File: src/source/adam_front_pkg.sv
// Shared widths, keypad codes and bus structs for the console front end
// All pad bits in joy_t are active high, port select and reply lines are
// active low as the console drives and samples them

package adam_front_pkg;

        // ====================
        // Widths and constants
        // ====================
        localparam int DL_ADDR_W  = 25;
        localparam int DL_INDEX_W = 8;
        localparam int PAGE_W     = 6;

        // Low five index bits of an SG-1000 image
        localparam logic [4:0] SG1000_INDEX = 5'd2;

        // Address bits 24..13 of the 2000..3FFF window
        localparam logic [DL_ADDR_W-14:0] EXTRAM_BLOCK = 1;

        // Controller line codes as read back by the console
        typedef enum logic [3:0] {
                KEY_0      = 4'b0011,
                KEY_1      = 4'b1110,
                KEY_2      = 4'b1101,
                KEY_3      = 4'b0110,
                KEY_4      = 4'b0001,
                KEY_5      = 4'b1001,
                KEY_6      = 4'b0111,
                KEY_7      = 4'b1100,
                KEY_8      = 4'b1000,
                KEY_9      = 4'b1011,
                KEY_STAR   = 4'b1010,
                KEY_HASH   = 4'b0101,
                KEY_PURPLE = 4'b0100,
                KEY_BLUE   = 4'b0010,
                KEY_NONE   = 4'b1111
        } key_code_e;

        // ====================
        // Bus structs
        // ====================

        // One player pad, bit n of digit is key n
        typedef struct packed {
                logic       blue;
                logic       purple;
                logic [9:0] digit;
                logic       hash;
                logic       star;
                logic       fire2;
                logic       fire1;
                logic       up;
                logic       down;
                logic       left;
                logic       right;
        } joy_t;

        // Download stream, data byte travels on its own port
        typedef struct packed {
                logic                  active;
                logic [DL_INDEX_W-1:0] index;
                logic                  wr;
                logic [DL_ADDR_W-1:0]  addr;
        } dl_bus_t;

        typedef struct packed {
                logic              sg1000;
                logic              extram;
                logic [PAGE_W-1:0] pages;
        } cart_info_t;

        // Console strobes for one controller port
        typedef struct packed {
                logic key_sel_n;
                logic joy_sel_n;
        } port_sel_t;

        typedef struct packed {
                logic [3:0] data;
                logic       fire_n;
        } port_lines_t;

endpackage

File: src/source/clock_enables.sv
// Clock enable strobes for the 10.7 MHz and 5.3 MHz domains
// Strobes are one clk_sys cycle wide, every 4th and every 8th cycle
// The 5.3 MHz strobe always coincides with a 10.7 MHz strobe

`timescale 1ns/1ps

module clock_enables (
        input  logic clk_sys,
        input  logic reset_i,
        output logic ce_10m7_o,
        output logic ce_5m3_o
);

        logic [2:0] div_q;

        // Free-running divider, strobes decoded from its previous value
        always_ff @(posedge clk_sys) begin
                if (reset_i) begin
                        div_q     <= '0;
                        ce_10m7_o <= 1'b0;
                        ce_5m3_o  <= 1'b0;
                end else begin
                        div_q     <= div_q + 3'd1;
                        ce_10m7_o <= (div_q[1:0] == 2'b00);
                        ce_5m3_o  <= (div_q == 3'b000);
                end
        end

endmodule

File: src/source/cart_loader.sv
// Tracks a cartridge download and records mode, extra RAM and page count
// Only cycles with dl_i.wr high are looked at; results show one cycle later
// Extra RAM is detected only on SG-1000 images, when the whole 2000..3FFF
// window was written with FF from its first byte on

`timescale 1ns/1ps

module cart_loader (
        input  logic                  clk_sys,
        input  logic                  reset_i,
        input  adam_front_pkg::dl_bus_t dl_i,
        input  logic [7:0]            dl_data_i,
        output adam_front_pkg::cart_info_t cart_o
);

        import adam_front_pkg::*;

        cart_info_t cart_q;

        logic addr_zero;
        logic in_ext_window;
        logic window_start;
        logic data_ff;

        // ====================
        // Address decode
        // ====================
        assign addr_zero     = (dl_i.addr == '0);
        assign in_ext_window = (dl_i.addr[DL_ADDR_W-1:13] == EXTRAM_BLOCK);
        assign window_start  = (dl_i.addr[12:0] == 13'd0);
        assign data_ff       = &dl_data_i;

        // ====================
        // Cartridge state
        // ====================
        always_ff @(posedge clk_sys) begin
                if (reset_i) begin
                        cart_q <= '0;
                end else if (dl_i.wr) begin
                        // 16K page of the latest write
                        cart_q.pages <= dl_i.addr[14+PAGE_W-1:14];

                        // New image starts at address zero
                        if (addr_zero) begin
                                cart_q.extram <= 1'b0;
                                cart_q.sg1000 <= (dl_i.index[4:0] == SG1000_INDEX);
                        end

                        // SG-1000 window stays extra RAM only while all bytes are FF
                        if (in_ext_window && cart_q.sg1000) begin
                                cart_q.extram <= (window_start | cart_q.extram) & data_ff;
                        end
                end
        end

        assign cart_o = cart_q;

endmodule

File: src/source/keypad_encoder.sv
// Controller port encoder for one player, purely combinational
// Keypad branch is active while key_sel_n is low, joystick branch while
// joy_sel_n is low; an inactive branch reads as all ones
// Keypad priority is digits 0..9, star, hash, purple, blue

`timescale 1ns/1ps

module keypad_encoder (
        input  adam_front_pkg::joy_t        pad_i,
        input  adam_front_pkg::port_sel_t   sel_i,
        output adam_front_pkg::port_lines_t lines_o
);

        import adam_front_pkg::*;

        logic [13:0] key_vec;
        key_code_e   key_code;

        logic [3:0] key_term;
        logic [3:0] joy_term;
        logic       key_fire_n;
        logic       joy_fire_n;

        // Line code for a position in key_vec
        function automatic key_code_e code_of(input int pos);
                key_code_e code;

                case (pos)
                        0:       code = KEY_0;
                        1:       code = KEY_1;
                        2:       code = KEY_2;
                        3:       code = KEY_3;
                        4:       code = KEY_4;
                        5:       code = KEY_5;
                        6:       code = KEY_6;
                        7:       code = KEY_7;
                        8:       code = KEY_8;
                        9:       code = KEY_9;
                        10:      code = KEY_STAR;
                        11:      code = KEY_HASH;
                        12:      code = KEY_PURPLE;
                        13:      code = KEY_BLUE;
                        default: code = KEY_NONE;
                endcase
                return code;
        endfunction

        // ====================
        // Keypad branch
        // ====================

        // Bit 0 has the highest priority
        assign key_vec = {pad_i.blue, pad_i.purple, pad_i.hash, pad_i.star, pad_i.digit};

        // Walk from lowest to highest priority so the first pressed key wins
        always_comb begin
                key_code = KEY_NONE;
                for (int i = 13; i >= 0; i--) begin
                        if (key_vec[i]) begin
                                key_code = code_of(i);
                        end
                end
        end

        always_comb begin
                key_term   = 4'b1111;
                key_fire_n = 1'b1;
                if (!sel_i.key_sel_n) begin
                        key_term   = key_code;
                        key_fire_n = ~pad_i.fire2;
                end
        end

        // ====================
        // Joystick branch
        // ====================
        always_comb begin
                joy_term   = 4'b1111;
                joy_fire_n = 1'b1;
                if (!sel_i.joy_sel_n) begin
                        joy_term   = ~{pad_i.up, pad_i.down, pad_i.left, pad_i.right};
                        joy_fire_n = ~pad_i.fire1;
                end
        end

        // Both branches share the open-collector style lines
        assign lines_o.data   = key_term & joy_term;
        assign lines_o.fire_n = key_fire_n & joy_fire_n;

endmodule

File: src/source/sync_conditioner.sv
// Turns the active-low video syncs into positive pulses
// hs_o lags hsync by one cycle; vs_o is updated only on the first cycle
// of a horizontal sync so its edges fall inside hsync

`timescale 1ns/1ps

module sync_conditioner (
        input  logic clk_sys,
        input  logic reset_i,
        input  logic hsync_n_i,
        input  logic vsync_n_i,
        output logic hs_o,
        output logic vs_o
);

        logic hs_q;
        logic vs_q;
        logic vs_update;

        // Hsync just went active while the registered copy is still idle
        assign vs_update = ~hs_q & ~hsync_n_i;

        always_ff @(posedge clk_sys) begin
                if (reset_i) begin
                        hs_q <= 1'b0;
                        vs_q <= 1'b0;
                end else begin
                        hs_q <= ~hsync_n_i;
                        if (vs_update) begin
                                vs_q <= ~vsync_n_i;
                        end
                end
        end

        assign hs_o = hs_q;
        assign vs_o = vs_q;

endmodule

File: src/source/adam_front_top.sv
// Console-side front end top level
// sys_reset_o is combinational: external reset, user reset or a download
// Submodules are cleared by reset_i only, so download tracking survives
// the reset that a download itself raises
// swap_i exchanges the two pads between the controller ports

`timescale 1ns/1ps

module adam_front_top (
        input  logic                              clk_sys,
        input  logic                              reset_i,
        input  logic                              user_reset_i,

        // Download stream
        input  adam_front_pkg::dl_bus_t           dl_i,
        input  logic [7:0]                        dl_data_i,

        // Pads and controller ports
        input  logic                              swap_i,
        input  adam_front_pkg::joy_t              joy_a_i,
        input  adam_front_pkg::joy_t              joy_b_i,
        input  adam_front_pkg::port_sel_t   [1:0] sel_i,

        // Video syncs, active low from the video chip
        input  logic                              hsync_n_i,
        input  logic                              vsync_n_i,

        output logic                              sys_reset_o,
        output logic                              ce_10m7_o,
        output logic                              ce_5m3_o,
        output adam_front_pkg::cart_info_t        cart_o,
        output adam_front_pkg::port_lines_t [1:0] lines_o,
        output logic                              hs_o,
        output logic                              vs_o
);

        import adam_front_pkg::*;

        joy_t pad0;
        joy_t pad1;

        // ====================
        // Reset and player swap
        // ====================
        assign sys_reset_o = reset_i | user_reset_i | dl_i.active;

        assign pad0 = swap_i ? joy_b_i : joy_a_i;
        assign pad1 = swap_i ? joy_a_i : joy_b_i;

        // ====================
        // Instances
        // ====================
        clock_enables u_clock_enables (
                .clk_sys   (clk_sys),
                .reset_i   (reset_i),
                .ce_10m7_o (ce_10m7_o),
                .ce_5m3_o  (ce_5m3_o)
        );

        cart_loader u_cart_loader (
                .clk_sys   (clk_sys),
                .reset_i   (reset_i),
                .dl_i      (dl_i),
                .dl_data_i (dl_data_i),
                .cart_o    (cart_o)
        );

        keypad_encoder u_port0 (
                .pad_i   (pad0),
                .sel_i   (sel_i[0]),
                .lines_o (lines_o[0])
        );

        keypad_encoder u_port1 (
                .pad_i   (pad1),
                .sel_i   (sel_i[1]),
                .lines_o (lines_o[1])
        );

        sync_conditioner u_sync_conditioner (
                .clk_sys   (clk_sys),
                .reset_i   (reset_i),
                .hsync_n_i (hsync_n_i),
                .vsync_n_i (vsync_n_i),
                .hs_o      (hs_o),
                .vs_o      (vs_o)
        );

endmodule

File: config.mk
export PLATFORM = sky130hd
export DESIGN_NAME = adam_front_top
export DESIGN_NICKNAME = d
export VERILOG_FILES = /design/src/source/adam_front_pkg.sv /design/src/source/clock_enables.sv /design/src/source/cart_loader.sv /design/src/source/keypad_encoder.sv /design/src/source/sync_conditioner.sv /design/src/source/adam_front_top.sv
export SDC_FILE = /design/constraint.sdc
export NUM_CORES = 1
export LEC_CHECK = 0
export ABC_AREA = 0
export BUFFER_PORTS_ARGS = -buffer_cell sky130_fd_sc_hd__buf_2
export CAP_MARGIN = 20
export CORE_MARGIN = 2
export CORE_UTILIZATION = 42
export DETAILED_ROUTE_END_ITERATION = 10
export PLACE_DENSITY = 0.89
export SLEW_MARGIN = 0
export SYNTH_ARGS = -nofsm -noshare
export SYNTH_HDL_FRONTEND = slang
export SYNTH_HIERARCHICAL = 1
export SYNTH_SLANG_ARGS = --single-unit
File: constraint.sdc
create_clock -name clk_sys -period 3.09 [get_ports clk_sys]
set_input_delay 0.618 -clock clk_sys [delete_from_list [all_inputs] [get_ports clk_sys]]
set_output_delay 0.618 -clock clk_sys [all_outputs]
set_load 0.05 [all_outputs]
Yosys cells after proc, flatten, opt, wreduce, memory -nomap -nowiden --
Cells that the tools add are included.
Cells by class: $add $sub $neg 1, equal/unequal tests 2, muxes and demuxes 40, bitwise gates (word level) 18, reduce and logical (&&, ||, !) cells 9
Operator list (number):
- $mux 4 | 32
- $mux 20 | 2
- $logic_not 25->1 | 1
- $logic_not 13->1 | 1
- $eq 12x1->1 const B | 1
- $and 4x4->4 | 2
- $not 4->4 | 2
- $reduce_and 8->1 | 1
- $not 1->1 | 7
- $mux 1 | 6
- $eq 5x2->1 const B | 1
- $and 1x1->1 | 4
- $reduce_and 2->1 | 2
- $add 3x1->3 const B | 1
- $logic_not 3->1 | 1
- $or 1x1->1 | 3
- $logic_not 2->1 | 1
- $reduce_bool 2->1 | 1
- $logic_and 1x1->1 | 1
Word-level totals: flip-flop bits (word level) 15, input bits 93, output and inout bits 23, logic and storage cells 78

Logic depth before layout (Yosys ltp) --
Gate-level depths: netlist (run 1).
word-level depth 17, gate-level depth with buffers 5, mapped depth without buffers 4

By module --
The synthesis (run 1) kept the hierarchy.
Modules (own cells, without submodules):
- adam_front_top | times used 1, cells each 45, area an instance 501.7 sq um, seq. area each 0.0 sq um
- keypad_encoder | times used 2, cells each 39, area an instance 247.7 sq um, seq. area each 0.0 sq um
- cart_loader | times used 1, cells each 46, area an instance 466.7 sq um, seq. area each 160.2 sq um
- clock_enables | times used 1, cells each 15, area an instance 175.2 sq um, seq. area each 100.1 sq um
- sync_conditioner | times used 1, cells each 6, area an instance 60.1 sq um, seq. area each 40.0 sq um

Least setup slack after synthesis (run 1) --
No wires, ideal clock.
path type input to output, from input swap_i, to output lines_o[1] (netlist name), arrival time 2.602 ns, required time 2.472 ns, slack -0.130 ns, cell stages on the path 5, buffers on the path 1, cells stage by stage buf_6 > mux2_2 > nor3_1 > o21ai_0 > a221oi_1
RTL lines:
- start, declared | line adam_front_top.sv:19 | input logic swap_i,
- end, declared | line adam_front_top.sv:32 | output adam_front_pkg::port_lines_t [1:0] lines_o,

==> results of run 1 <==
-- layer usage --
metal	up-vias	GRT usage (%)	wire (um)
met4	0	10.2	129
met3	13	3.50	468
met2	108	42.8	2750
met5	-	0	0
met1	901	20.4	1930
li1	992	-	-
-- Yosys cell counts, types with 2 or more instances --
cell type,count
nand4_1,2
mux2i_1,6
dfxtp_1,15
nor2b_1,3
o21bai_1,2
o211ai_1,2
nor4_1,6
or4_1,4
buf_6,5
nor2_1,22
o21a_1,2
nand4b_1,2
or3b_2,2
o22ai_1,2
nand3_1,4
a21oi_1,4
o311a_1,2
o31ai_1,2
nand2b_1,4
nor4b_1,2
a221oi_1,4
or3_1,4
a211oi_1,2
nand2_1,4
mux2_2,40
or2b_1,2
a2111oi_0,4
a2111oi_2,2
ha_1,2
nor3_1,5
o21ai_0,4
inv_1,8
and2b_2,2
a22oi_1,2
-- final cells by class --
type	instances	area share [%]
Multi-Input combinational cell	161	55.0
Timing Repair Buffer	129	28.0
Sequential cell	15	11.6
Tap cell	50	2.41
Clock buffer	3	1.59
Inverter	8	1.16
Clock inverter	1	0.290
-- per-stage QoR --
step	area (sq um)	TNS (ns)	worst slack [ns]	instances
floorplan	1720	0	0.141	190
global placement	2430	-0.0785	-0.0323	363
detailed placement	2430	-0.237	-0.0752	363
CTS	2530	0	0.00827	367
global route	2590	-0.0175	-0.0175	367
finish	2590	0	0.0506	367
-- final timing paths --
kind                                            endpoint  slack [ns]
worst max-delay path                          lines_o[9]        0.05
worst min-delay path            u_clock_enables/div_q[0]        0.45
worst max register to register   u_cart_loader/cart_o[6]        1.75
worst min register to register  u_clock_enables/div_q[0]        0.45
-- timing repair --
item                       4_1_cts  5_1_grt
setup endpoints to repair        5        7
setup buffers                    0        0
resized for setup               12       13
pin swaps                        0        2
-- sequential cells by signal (all words and copies together), names as in the netlist --
register                   count
u_cart_loader/cart_o           8
u_clock_enables/div_q          3
u_clock_enables/ce_10m7_o      1
u_clock_enables/ce_5m3_o       1
u_sync_conditioner/hs_o        1
u_sync_conditioner/vs_o        1
-- where the power goes --
group | total [mW] | internal, mW | switching [mW]
sequential | 0.211 | 0.205 | 0.00598
combinational | 0.406 | 0.174 | 0.233
clock | 0.161 | 0.0905 | 0.0709
-- cell families (layout without fill, tap and decap cells) --
family | Yosys count | in the layout | share of synthesized area, %
fa+ha+maj | 2 | 2 | 1.47
xor+xnor | 1 | 1 | 0.516
compound gates | 37 | 37 | 16.8
buf+inv | 14 | 141 | 5.30
mux | 46 | 46 | 30.0
simple gates | 75 | 75 | 28.2
flops | 15 | 15 | 17.7
-- critical path, stage by stage --
cell       delay (ns)
buf_2            0.12
buf_4            0.13
mux2_2           0.37
or3_1            0.39
a2111oi_2        0.38
o311a_1          0.22
buf_4            0.20
==> results.py, run 1 <==
metrics = {
    "placement": {
        "dp_hpwl_mm": 4.47,
        "globalplace.congestion": 0.900,
        "io_buffer_count": 112,
    },
    "setup_path": {
        "crit_path_end_kind": "output pin",
        "reg2reg_from": "u_cart_loader/cart_o[7]",
        "crit_fanout": 3,
        "startpoint": "swap_i",
        "start_kind": "primary input",
        "critical_path_class": "in -> out",
        "worstPathArrival_ns": 2.42,
        "worstRegToRegCells": 4,
        "cp.required_ns": 2.47,
    },
    "global_route": {
        "grt_pass1_vias": 1886,
        "grt_overflow": 0,
        "antenna_found_initial": 0,
        "grt_first_pass_wirelength_mm": 7.54,
        "grt_max_degree": 17,
        "track_usage_pct": 21.3,
    },
    "power_and_ir_drop": {
        "power.density_nw_per_um2": 301,
        "power.total_mw": 0.779,
        "vdd_drop_max_mv": 0.320,
        "p_leak_nw": 1.15,
    },
    "sta": {
        "drv_slew": 0,
        "slew_headroom_pct": 69.8,
        "period_needed_ns": 3.04,
        "setup_violations": 0,
        "max_freq_mhz": 329,
        "fin_crit_sh_pct": 98.4,
        "hold_viol_final": 0,
        "holdWs_ns": 0.454,
        "clock_skew_ns": 0.00444,
        "worst_pin_slew_ns": 0.452,
    },
    "drt": {
        "first_pass_iters": 4,
        "vias": 2014,
        "drtIter0Drc": 72,
        "ant_nets": 0,
        "routed_via_density": 5.49,
        "drt-total-wl_mm": 5.28,
        "routedWlPerCell_um": 14.4,
        "remaining_drc_errors": 0,
    },
    "synthesis": {
        "ys_seq_area_share_pct": 17.7,
        "synth_top_cell_by_area": "mux2_2",
        "async_flop_share_pct": 0,
        "ys_ff_latch": 15,
        "syn_area_sq_um": 1700,
        "synthCells": 190,
        "syn_nets": 285,
        "synth_flop_cell": "dfxtp_1",
        "synth_area_leaders": "mux2_2, dfxtp_1, nor2_1",
        "synth_edf_count": 0,
        "synth_cell_types": 46,
        "post_synth.cell_area_avg_sq_um": 8.94,
        "synth.top_cell.area_share_pct": 26.5,
        "yosysWarnings": 6,
    },
    "clock_tree": {
        "cts_buffers": 3,
        "root_buffer": "clkbuf_8",
        "htreeDepth": 1,
        "cts_tree": "built",
        "clock-sinks": 15,
        "cts_hold_buf": 0,
        "clk_latency_ns": 0.25,
        "cts_max_path_buffers": 2,
        "clk_pin_slew_worst_paths_ns": 0.07,
    },
    "layout": {
        "most-common-layout-cells": "buf_2, mux2_2, nor2_1",
        "multiInputGateArea_sq_um": 1430,
        "nets": 413,
        "n_fill_cell": 298,
        "n_antenna_cell": 0,
        "post-route-util_pct": 65.7,
        "final-seq-area_sq_um": 300,
        "drive_above_1_share_pct": 61.8,
        "area_delta_synth_final_pct": 52.5,
        "mostFrequentLayoutCell": "buf_2",
    },
    "flow_run": {
        "cap_violations": 0,
    },
    "run_status": {
        "status": "finished, final reports clean",
    },
    "floorplanning": {
        "start_util_pct": 43.1,
        "fp.dieArea_sq_um": 4570,
        "io_pins": 116,
        "num_rows": 23,
        "die_x_um": 67.6,
        "core_sq_um": 3940,
        "dieHeight_um": 67.6,
    },
    "worst_hold_path": {
        "min_path_cells": 1,
        "min-delay-start": "u_clock_enables/div_q[0]",
        "hp-class": "reg -> reg",
    },
}
No activity file was read; power rests on OpenSTA's default activity.
==> run 2, diff against run 1 <==
- CORE_ASPECT_RATIO: not set -> 0.6
==> results.py, run 2 (synthesized netlist as in run 1, its figures left out) <==
metrics = {
    "clock_tree": {
        "cts_tree": "built",
        "cts_hold_buf": 0,
        "post_cts_buffers": 0,
        "root_buffer": "clkbuf_8",
        "clk_pin_slew_worst_paths_ns": 0.06,
        "clock-sinks": 15,
        "clk_latency_ns": 0.26,
        "cts_buffers": 3,
        "htreeDepth": 1,
        "cts_max_path_buffers": 2,
    },
    "setup_path": {
        "worstRegToRegCells": 4,
        "cp.required_ns": 2.47,
        "critical_path_class": "in -> out",
        "rrSetupSlack_ns": 1.72,
        "worst-path-buf-inv": 5,
        "crit_slowest_cell": "mux2_2",
        "cp_top_family": "buffers and inverters",
        "crit_path_end_kind": "output pin",
        "crit_chain": "buf_4, buf_12, buf_4, mux2_2, buf_4, nor3_2, o21ai_2, a221oi_2, buf_6",
        "startpoint": "swap_i",
        "r2r-end": "u_cart_loader/cart_o[6]",
        "worstPathArrival_ns": 2.45,
        "start_kind": "primary input",
        "reg2reg_from": "u_cart_loader/cart_o[7]",
        "critPathMaxStageDelay_ns": 0.38,
        "crit_fanout": 11,
        "crit_top_cell": "buf_4",
    },
    "drt": {
        "first_pass_iters": 4,
        "remaining_drc_errors": 0,
        "ant_nets": 0,
        "drtIter0Drc": 154,
        "routedWlPerCell_um": 17.2,
        "routed_via_density": 5.77,
        "vias": 2157,
        "drt-total-wl_mm": 6.43,
    },
    "layout": {
        "drive_above_1_share_pct": 63.9,
        "most-common-layout-cells": "buf_2, mux2_2, buf_4",
        "mostFrequentLayoutCell": "buf_2",
        "area_delta_synth_final_pct": 56.9,
        "largest_register_ffs": 8,
        "finalNonFillerCells": 374,
        "post-route-util_pct": 70.8,
        "nets": 423,
        "n_antenna_cell": 0,
    },
    "floorplanning": {
        "io_pins": 116,
        "num_rows": 17,
        "start_util_pct": 45.1,
        "core_sq_um": 3760,
        "fp.dieArea_sq_um": 4590,
        "die_x_um": 86.1,
        "dieHeight_um": 53.3,
    },
    "sta": {
        "clock_skew_ns": 0.00128,
        "worst_pin_slew_ns": 0.498,
        "drv_slew": 0,
        "slew_headroom_pct": 66.7,
        "period_needed_ns": 3.06,
        "fin_crit_sh_pct": 99.2,
        "setup_violations": 0,
        "max_freq_mhz": 326,
        "hold_viol_final": 0,
        "holdWs_ns": 0.463,
    },
    "run_status": {
        "status": "finished, final reports clean",
    },
    "worst_hold_path": {
        "hp-class": "reg -> reg",
        "hold_path_end": "u_clock_enables/div_q[0]",
        "min_path_cells": 1,
        "min-delay-start": "u_clock_enables/div_q[0]",
    },
    "flow_run": {
        "cap_violations": 0,
    },
    "placement": {
        "globalplace.congestion": 0.932,
        "dp_hpwl_mm": 5.11,
        "io_buffer_count": 112,
        "placed_cells": 370,
    },
    "power_and_ir_drop": {
        "power.total_mw": 0.811,
        "power.density_nw_per_um2": 304,
        "vdd_drop_max_mv": 0.250,
        "p_leak_nw": 1.20,
    },
    "global_route": {
        "grt_overflow": 0,
        "grt_first_pass_wirelength_mm": 9.34,
        "grt_pass1_vias": 1982,
        "antenna_found_initial": 0,
        "grt_max_degree": 17,
        "track_usage_pct": 27.2,
    },
}
## run 2: changes by cell type in the layout (fill, tap and decap cells not counted), sizes merged
| cell | change |
|---|---|
| clkinvlp | -1 |
| clkinv | +1 |
| clkbuf | +2 |
| buf | +8 |
## run 2: layer usage
| metal | track usage [%] | up-vias | wire length (um) | part of all wire, % |
|---|---|---|---|---|
| met2 | 44.3 | 138 | 2890 | 45 |
| met4 | 9.52 | 0 | 157 | 2.4 |
| li1 | - | 1014 | - | - |
| met3 | 5.77 | 22 | 652 | 10 |
| met1 | 35.9 | 983 | 2740 | 43 |
| met5 | 0 | - | 0 | 0 |
## run 2: stage by stage
step / setup WS (ns) / setup TNS [ns] / cell area (sq um)
3_3_place_gp: -0.0890 / -0.228 / 2500
4_1_cts: 0.00490 / 0 / 2600
5_1_grt: -0.0130 / -0.0292 / 2670
2_1_floorplan: 0.141 / 0 / 1720
6_report: 0.0257 / 0 / 2670
3_5_place_dp: -0.133 / -0.457 / 2500
## run 2: cell type report
type                       instances  area [sq um]
clock buffer                       3          41.3
clock inverter                     1          5.00
fill                             299          1100
inverter                           8          30.0
multi-input combinational        161          1430
sequential                        15           300
tap                               47          58.8
timing repair buffer             139           801
## run 2: worst max-delay path by stage
stage / cells past startpoint / to / slack, ns
after floorplan: 5 / lines_o[4] / 0.14
after global placement: 7 / lines_o[1] / -0.09
after detailed placement: 6 / lines_o[9] / -0.13
after CTS: 7 / lines_o[6] / 0.005
after global routing: 9 / lines_o[6] / -0.01
final: 9 / lines_o[6] / 0.03
## run 2: where the power goes
group / switching [mW] / leakage [nW] / internal (mW)
clock network: 0.0737 / 0.0255 / 0.0896
registers: 0.00532 / 0.124 / 0.205
logic: 0.251 / 1.05 / 0.186
total: 0.330 / 1.20 / 0.481
## run 2: what timing repair did
item,in CTS,in global routing
cloned,0,0
pin swaps,0,4
setup endpoints to repair,5,6
gates resized for setup,11,20
